[src/hdl/bmm_pkg.sv]
// ####################
// Block matmul shared types
// ####################

package bmm_pkg;

    // Extra accumulator bits above the full product width
    localparam int ACC_GUARD = 8;

    // Requantization rounding
    typedef enum logic {
        RND_TRUNC   = 1'b0,
        RND_NEAREST = 1'b1
    } round_mode_t;

    // Block-to-row converter states
    typedef enum logic [1:0] {
        CONV_IDLE  = 2'd0,
        CONV_WRITE = 2'd1,
        CONV_READ  = 2'd2,
        CONV_DONE  = 2'd3
    } conv_state_t;

endpackage
[src/hdl/block_matmul_top.sv]
// ####################
// Block matmul engine
// ####################

`timescale 1ns/10ps

module block_matmul_top #(
    parameter int WIDTH      = 16,
    parameter int FRAC_WIDTH = 8,
    parameter int ROW        = 4,
    parameter int COL        = 8,
    parameter int BLOCK_SIZE = 2,
    parameter int NUM_CORES  = 2,
    parameter int DEPTH      = 4
) (
    input  logic                                 clk,
    input  logic                                 rst,
    input  logic                                 start,
    input  bmm_pkg::round_mode_t                 mode,
    input  logic                                 in_valid,
    input  logic                                 in_last,
    input  logic [WIDTH*BLOCK_SIZE*NUM_CORES-1:0] in_a,
    input  logic [WIDTH*BLOCK_SIZE*NUM_CORES-1:0] in_b,
    input  logic                                 row_ready,
    output logic                                 row_valid,
    output logic [WIDTH*COL-1:0]                 row_data,
    output logic                                 done
);

    localparam int LANES    = BLOCK_SIZE * NUM_CORES;
    localparam int ACC_W    = 2 * WIDTH + bmm_pkg::ACC_GUARD;
    localparam int CORE_W   = WIDTH * BLOCK_SIZE;
    localparam int CORE_ACC = ACC_W * BLOCK_SIZE;

    logic [NUM_CORES-1:0]   core_valid;
    logic [ACC_W*LANES-1:0] acc_data;
    logic                   acc_valid;
    logic                   q_valid;
    logic [WIDTH*LANES-1:0] q_data;

    // Guard bits must cover the longest dot product
    if (DEPTH > (1 << bmm_pkg::ACC_GUARD)) begin : g_depth_check
        $error("DEPTH %0d exceeds the accumulator guard range", DEPTH);
    end

    for (genvar c = 0; c < NUM_CORES; c++) begin : g_core
        dot_core #(
            .WIDTH      (WIDTH),
            .BLOCK_SIZE (BLOCK_SIZE)
        ) i_dot_core (
            .clk       (clk),
            .rst       (rst),
            .in_valid  (in_valid),
            .in_last   (in_last),
            .in_a      (in_a[c*CORE_W +: CORE_W]),
            .in_b      (in_b[c*CORE_W +: CORE_W]),
            .acc_valid (core_valid[c]),
            .acc_data  (acc_data[c*CORE_ACC +: CORE_ACC])
        );
    end

    // Cores run in lockstep
    assign acc_valid = &core_valid;

    requant_stage #(
        .WIDTH      (WIDTH),
        .FRAC_WIDTH (FRAC_WIDTH),
        .LANES      (LANES)
    ) i_requant_stage (
        .clk       (clk),
        .rst       (rst),
        .mode      (mode),
        .acc_valid (acc_valid),
        .acc_data  (acc_data),
        .q_valid   (q_valid),
        .q_data    (q_data)
    );

    b2r_converter #(
        .WIDTH      (WIDTH),
        .ROW        (ROW),
        .COL        (COL),
        .BLOCK_SIZE (BLOCK_SIZE),
        .NUM_CORES  (NUM_CORES)
    ) i_b2r_converter (
        .clk       (clk),
        .rst       (rst),
        .start     (start),
        .top_valid (q_valid),
        .top_data  (q_data),
        .row_ready (row_ready),
        .row_valid (row_valid),
        .row_data  (row_data),
        .done      (done)
    );

endmodule

[src/hdl/b2r_converter.sv]
// ####################
// Block to row converter
// ####################

`timescale 1ns/10ps

module b2r_converter #(
    parameter int WIDTH      = 16,
    parameter int ROW        = 4,
    parameter int COL        = 8,
    parameter int BLOCK_SIZE = 2,
    parameter int NUM_CORES  = 2
) (
    input  logic                                 clk,
    input  logic                                 rst,
    input  logic                                 start,
    input  logic                                 top_valid,
    input  logic [WIDTH*BLOCK_SIZE*NUM_CORES-1:0] top_data,
    input  logic                                 row_ready,
    output logic                                 row_valid,
    output logic [WIDTH*COL-1:0]                 row_data,
    output logic                                 done
);

    localparam int TOTAL_ELEM = ROW * COL;
    localparam int BEAT_ELEM  = BLOCK_SIZE * NUM_CORES;
    localparam int PTR_W      = $clog2(TOTAL_ELEM + 1);
    localparam int ROW_W      = $clog2(ROW + 1);

    bmm_pkg::conv_state_t state;
    bmm_pkg::conv_state_t next_state;

    logic [PTR_W-1:0] write_ptr;
    logic [ROW_W-1:0] read_row;
    logic             store;
    logic             serve;
    logic             last_beat;

    logic [WIDTH-1:0] elem_mem [TOTAL_ELEM];

    assign store     = top_valid && (state == bmm_pkg::CONV_WRITE);
    assign last_beat = store && (write_ptr == PTR_W'(TOTAL_ELEM - BEAT_ELEM));
    assign serve     = row_ready && (state == bmm_pkg::CONV_READ) && (read_row < ROW);

    always_comb begin
        next_state = state;
        case (state)
            bmm_pkg::CONV_IDLE: begin
                if (start) begin
                    next_state = bmm_pkg::CONV_WRITE;
                end
            end
            bmm_pkg::CONV_WRITE: begin
                if (last_beat) begin
                    next_state = bmm_pkg::CONV_READ;
                end
            end
            bmm_pkg::CONV_READ: begin
                // Leave only after the last row has gone out
                if (read_row == ROW_W'(ROW)) begin
                    next_state = bmm_pkg::CONV_DONE;
                end
            end
            default: begin
                next_state = bmm_pkg::CONV_IDLE;
            end
        endcase
    end

    always_ff @(posedge clk or posedge rst) begin
        if (rst) begin
            state     <= bmm_pkg::CONV_IDLE;
            write_ptr <= '0;
            read_row  <= '0;
            row_valid <= 1'b0;
            done      <= 1'b0;
        end else begin
            state     <= next_state;
            row_valid <= serve;
            done      <= (state == bmm_pkg::CONV_DONE);
            if (state == bmm_pkg::CONV_IDLE) begin
                write_ptr <= '0;
                read_row  <= '0;
            end else begin
                if (store) begin
                    write_ptr <= write_ptr + PTR_W'(BEAT_ELEM);
                end
                if (serve) begin
                    read_row <= read_row + 1'b1;
                end
            end
        end
    end

    // Element store, block order at increasing addresses
    always_ff @(posedge clk) begin
        if (store) begin
            for (int i = 0; i < BEAT_ELEM; i++) begin
                elem_mem[write_ptr + i] <= top_data[i*WIDTH +: WIDTH];
            end
        end
    end

    always_ff @(posedge clk) begin
        if (serve) begin
            for (int c = 0; c < COL; c++) begin
                row_data[c*WIDTH +: WIDTH] <= elem_mem[read_row * COL + c];
            end
        end
    end

    a_beat_in_write: assert property (
        @(posedge clk) disable iff (rst) top_valid |-> state == bmm_pkg::CONV_WRITE
    ) else $error("Input beat outside collection, state %s", state.name());

    a_row_on_request: assert property (
        @(posedge clk) disable iff (rst) row_valid |-> $past(row_ready)
    ) else $error("row_valid without a request");

    a_done_pulse: assert property (
        @(posedge clk) disable iff (rst) done |=> !done
    ) else $error("done high for two cycles");

endmodule

[src/hdl/requant_stage.sv]
// ####################
// Requantization stage
// ####################

`timescale 1ns/10ps

module requant_stage #(
    parameter int WIDTH      = 16,
    parameter int FRAC_WIDTH = 8,
    parameter int LANES      = 4
) (
    input  logic                                            clk,
    input  logic                                            rst,
    input  bmm_pkg::round_mode_t                            mode,
    input  logic                                            acc_valid,
    input  logic [(2*WIDTH+bmm_pkg::ACC_GUARD)*LANES-1:0]   acc_data,
    output logic                                            q_valid,
    output logic [WIDTH*LANES-1:0]                          q_data
);

    localparam int ACC_W = 2 * WIDTH + bmm_pkg::ACC_GUARD;

    // One extra bit so the rounding offset cannot wrap
    localparam logic signed [ACC_W:0] HALF  = 1 << (FRAC_WIDTH - 1);
    localparam logic signed [ACC_W:0] Q_MAX =
        {{(ACC_W - WIDTH + 2){1'b0}}, {(WIDTH - 1){1'b1}}};
    localparam logic signed [ACC_W:0] Q_MIN =
        {{(ACC_W - WIDTH + 2){1'b1}}, {(WIDTH - 1){1'b0}}};

    logic [WIDTH*LANES-1:0] q_next;

    for (genvar l = 0; l < LANES; l++) begin : g_lane
        logic signed [ACC_W-1:0] acc;
        logic signed [ACC_W:0]   rounded;
        logic signed [ACC_W:0]   shifted;
        logic signed [ACC_W:0]   clamped;

        assign acc     = acc_data[l*ACC_W +: ACC_W];
        assign rounded = {acc[ACC_W-1], acc} +
                         ((mode == bmm_pkg::RND_NEAREST) ? HALF : '0);
        assign shifted = rounded >>> FRAC_WIDTH;

        always_comb begin
            if (shifted > Q_MAX) begin
                clamped = Q_MAX;
            end else if (shifted < Q_MIN) begin
                clamped = Q_MIN;
            end else begin
                clamped = shifted;
            end
        end

        assign q_next[l*WIDTH +: WIDTH] = clamped[WIDTH-1:0];
    end

    always_ff @(posedge clk or posedge rst) begin
        if (rst) begin
            q_valid <= 1'b0;
        end else begin
            q_valid <= acc_valid;
        end
    end

    always_ff @(posedge clk) begin
        if (acc_valid) begin
            q_data <= q_next;
        end
    end

    // Dot products span several beats, so results never come back to back
    a_q_valid_pulse: assert property (
        @(posedge clk) disable iff (rst) q_valid |=> !q_valid
    ) else $error("q_valid held high for two cycles");

endmodule

[src/hdl/dot_core.sv]
// ####################
// Dot product core
// ####################

`timescale 1ns/10ps

module dot_core #(
    parameter int WIDTH      = 16,
    parameter int BLOCK_SIZE = 2
) (
    input  logic                                                     clk,
    input  logic                                                     rst,
    input  logic                                                     in_valid,
    input  logic                                                     in_last,
    input  logic [WIDTH*BLOCK_SIZE-1:0]                              in_a,
    input  logic [WIDTH*BLOCK_SIZE-1:0]                              in_b,
    output logic                                                     acc_valid,
    output logic [(2*WIDTH+bmm_pkg::ACC_GUARD)*BLOCK_SIZE-1:0]       acc_data
);

    localparam int PROD_W = 2 * WIDTH;
    localparam int ACC_W  = PROD_W + bmm_pkg::ACC_GUARD;

    for (genvar l = 0; l < BLOCK_SIZE; l++) begin : g_lane
        logic signed [WIDTH-1:0]  lane_a;
        logic signed [WIDTH-1:0]  lane_b;
        logic signed [PROD_W-1:0] prod;
        logic signed [ACC_W-1:0]  sum;
        logic signed [ACC_W-1:0]  sum_next;

        assign lane_a = in_a[l*WIDTH +: WIDTH];
        assign lane_b = in_b[l*WIDTH +: WIDTH];
        assign prod   = lane_a * lane_b;

        // Sign-extend the product into the guard bits
        assign sum_next = sum + {{bmm_pkg::ACC_GUARD{prod[PROD_W-1]}}, prod};

        // Running sum, cleared once the last beat is taken
        always_ff @(posedge clk or posedge rst) begin
            if (rst) begin
                sum <= '0;
            end else if (in_valid) begin
                if (in_last) begin
                    sum <= '0;
                end else begin
                    sum <= sum_next;
                end
            end
        end

        // Final sum includes the product of the last beat
        always_ff @(posedge clk) begin
            if (in_valid && in_last) begin
                acc_data[l*ACC_W +: ACC_W] <= sum_next;
            end
        end
    end

    always_ff @(posedge clk or posedge rst) begin
        if (rst) begin
            acc_valid <= 1'b0;
        end else begin
            acc_valid <= in_valid && in_last;
        end
    end

endmodule

[config.mk]
export PLATFORM = sky130hd
export DESIGN_NAME = block_matmul_top
export DESIGN_NICKNAME = d
export VERILOG_FILES = /design/src/hdl/bmm_pkg.sv /design/src/hdl/block_matmul_top.sv /design/src/hdl/b2r_converter.sv /design/src/hdl/requant_stage.sv /design/src/hdl/dot_core.sv
export SDC_FILE = /design/constraint.sdc
export NUM_CORES = 2
export LEC_CHECK = 0
export ABC_AREA = 0
export BUFFER_PORTS_ARGS = -buffer_cell sky130_fd_sc_hd__buf_2
export CAP_MARGIN = 20
export CORE_MARGIN = 4
export CORE_UTILIZATION = 30
export CTS_CLUSTER_DIAMETER = 30
export CTS_CLUSTER_SIZE = 30
export DETAILED_ROUTE_END_ITERATION = 10
export PLACE_DENSITY = 0.41
export SETUP_SLACK_MARGIN = 0.4
export SLEW_MARGIN = 10
export SYNTH_ARGS = -nofsm -noshare
export SYNTH_HDL_FRONTEND = slang
export SYNTH_SLANG_ARGS = --single-unit
[constraint.sdc]
create_clock -name clk -period 10.35 [get_ports clk]
set_clock_uncertainty 0.05 [all_clocks]
set_input_delay 2.07 -clock clk [delete_from_list [all_inputs] [get_ports clk]]
set_output_delay 2.07 -clock clk [all_outputs]
set_load 0.1 [all_outputs]
==> impl_metrics.tcl <==
set metrics [dict create \
    synth_area_leaders "edfxtp_1 (28%), fa_1 (24%), ha_1 (7.2%)" \
    synth_top_area_share 0.283 \
    synth.largest_area_cell "edfxtp_1" \
    start_util 0.302 \
    synth_nets 10100 \
    rsz0062_at_grt "false" \
    maxSlewHeadroom 0.238 \
    synth_cell_types 105 \
    ioPinCount 265 \
    synth_edf_count 836 \
    overflow 0 \
    path_delay_family "adder cells" \
    synth_warnings 0 \
    ys_seq_area_frac 0.332 \
    cpPeakStageDelay_ps 560 \
    routed_wl_um 250000 \
    crit_path_frequent_cell "fa_1" \
    first_iter_violations 3381 \
    fillers 29200 \
    netlist_top_cells_count "nand2_1 (1549), inv_1 (1250), fa_1 (1052)" \
    postCtsHoldBufs 0 \
    ys.flop_type "edfxtp_1" \
    grt_usage 0.165 \
    drc 0 \
    ys_ff_latch 1009 \
    dpl.hpwl_um 193000 \
    avgViaCountPerCell 4.69 \
    syn2layout_area_growth_pct 20.2 \
    synth_cells 8419 \
    max_freq_mhz 105 \
    dieArea_mm2 0.304 \
    worstPathRequired_ps 11040 \
    die-width_um 552 \
    utilization 0.363 \
    startpoint_type "primary input" \
    drt_first_pass_iters 5 \
    cp_slowest_cell "fa_1" \
    placement.io_buffers 264 \
    h-tree-depth 5 \
    min_period_ps 9490 \
    grt_start_max_net_pins 99 \
    ant_nets 0 \
    clock_sinks 1009 \
    drive_above_1_share 0.148 \
    cts_buffer_depth 4 \
    status "completed" \
    hold_viol_final 0 \
    crit_arrival_ps 10180 \
    critPathCaptureType "flop" \
    post-route-period-util 0.917 \
    syn_area_mm2 0.0887 \
    tightest_slew_ps 1140 \
    num_rows 199 \
    insertion_delay_ps 860 \
    postSynth.asyncResetShare 0.171 \
    vias 61700 \
    min_path_type "reg -> reg" \
    tritoncts "yes" \
    antenna_found_initial 22 \
    numCtsBuffers 293 \
    avgSynthCellArea_um2 10.5 \
    setup_viol 0 \
    cts_root_buf "clkbuf_16" \
    gp_congestion 0.812 \
    finalNetCount 10700 \
    core_area_mm2 0.294 \
    cp_max_fo 11 \
    postCtsSetupBuffers 0 \
    die_h_um 552 \
    cp_num_buf_inv 6 \
    whs_ps 439 \
    path_class "in -> reg" \
    drv_cap 0 \
    grt_pass1_wl_um 391000 \
    synth_most_common_cell "nand2_1" \
    cts.reportedPaths.clkPinSlew_ps 40 \
    slew_violations 0 \
    avgRoutedWirePerCell_um 19.0 \
    first_global_vias 66300 \
]
what timing repair did:
action | in CTS | in global routing
gates resized for setup | 0 | 12
endpoints found under the hold margin | 0 | 0
setup endpoints to repair | 0 | 7
per-layer routing:
layer	global-route usage	vias to the layer above	wire, µm
li1	-	28800	-
met1	0.228	31300	116000
met2	0.275	1252	120000
met3	0.0244	292	10700
met4	0.0325	20	3850
met5	0	-	113
cell type report:
class                           count  area [µm²]  area share
Clock buffer                      340        7750      0.0727
Tap cell                         3919        4900      0.0460
Antenna cell                        5        12.5    0.000117
Timing Repair Buffer              696        4680      0.0439
Inverter                         1252        4710      0.0442
Sequential cell                  1009       29400       0.276
Clock inverter                    173        2030      0.0190
Multi-Input combinational cell   5784       53100       0.498
cells in the final DEF, fill, tap and decap left out, types with 46 or more instances in the layout:
| cell | instances |
|---|---|
| nand2_1 | 1549 |
| clkbuf_16 | 300 |
| buf_2 | 263 |
| xor2_1 | 120 |
| a21o_1 | 125 |
| and2_1 | 512 |
| mux4_2 | 128 |
| o21ai_0 | 174 |
| a21oi_1 | 267 |
| ha_1 | 512 |
| dfrtp_1 | 170 |
| buf_4 | 423 |
| nor2b_1 | 49 |
| nand3_1 | 103 |
| inv_1 | 1242 |
| edfxtp_1 | 836 |
| nand2b_1 | 53 |
| fa_1 | 1051 |
| a22o_1 | 131 |
| clkinv_2 | 46 |
| nor2_1 | 209 |
| xnor2_1 | 232 |
stage by stage:
stage / cell area [µm²] / TNS (ps) / cells / setup slack, ps
floorplan: 88700 / 0 / 8419 / 401
global placement: 96800 / -797 / 12700 / -169
detailed placement: 96800 / -831 / 12700 / -277
CTS: 107000 / 0 / 13200 / 644
global route: 107000 / 0 / 13200 / 403
finish: 107000 / 0 / 13200 / 861
state kept, by name, indices dropped and copies added, names as in the netlist, 2 cells and up:
| register | count |
|---|---|
| i_b2r_converter.read_row | 3 |
| i_b2r_converter.state | 2 |
| i_requant_stage.q_data | 64 |
| i_b2r_converter.elem_mem | 512 |
| i_b2r_converter.row_data | 128 |
| g_core.i_dot_core.acc_data | 132 |
| g_core.i_dot_core.g_lane.sum | 160 |
| i_b2r_converter.write_ptr | 4 |
worst paths after layout:
kind / start / endpoint / slack [ps] / depth (start not counted)
max: in_b[2] / g_core[0].i_dot_core.g_lane[0].sum[39] / 860 / 35
min: g_core[0].i_dot_core.g_lane[0].sum[0] / g_core[0].i_dot_core.g_lane[0].sum[0] / 440 / 1
max reg2reg: g_core[0].i_dot_core.g_lane[1].sum[0] / g_core[0].i_dot_core.g_lane[1].sum[38] / 5900 / 15
min reg2reg: g_core[0].i_dot_core.g_lane[0].sum[0] / g_core[0].i_dot_core.g_lane[0].sum[0] / 440 / 1
max in group asynchronous: rst / g_core[1].i_dot_core.acc_valid / 7560 / 3
min in group asynchronous: rst / i_b2r_converter.read_row[2] / 1230 / 2
cells by family (layout without fill, tap and decap cells):
| family | Yosys count | count (layout) | synth area share |
|---|---|---|---|
| compound gates | 1020 | 1020 | 0.0778 |
| xor+xnor | 357 | 357 | 0.0356 |
| fa+ha+maj | 1564 | 1564 | 0.310 |
| buf+inv | 1626 | 2461 | 0.0706 |
| flops | 1009 | 1009 | 0.332 |
| mux | 133 | 133 | 0.0332 |
| other cells | 0 | 5 | 0 |
| simple gates | 2710 | 2710 | 0.141 |
Power is not shown: default switching activity piles up to over one toggle a cycle in this logic, so the estimate is an artifact.
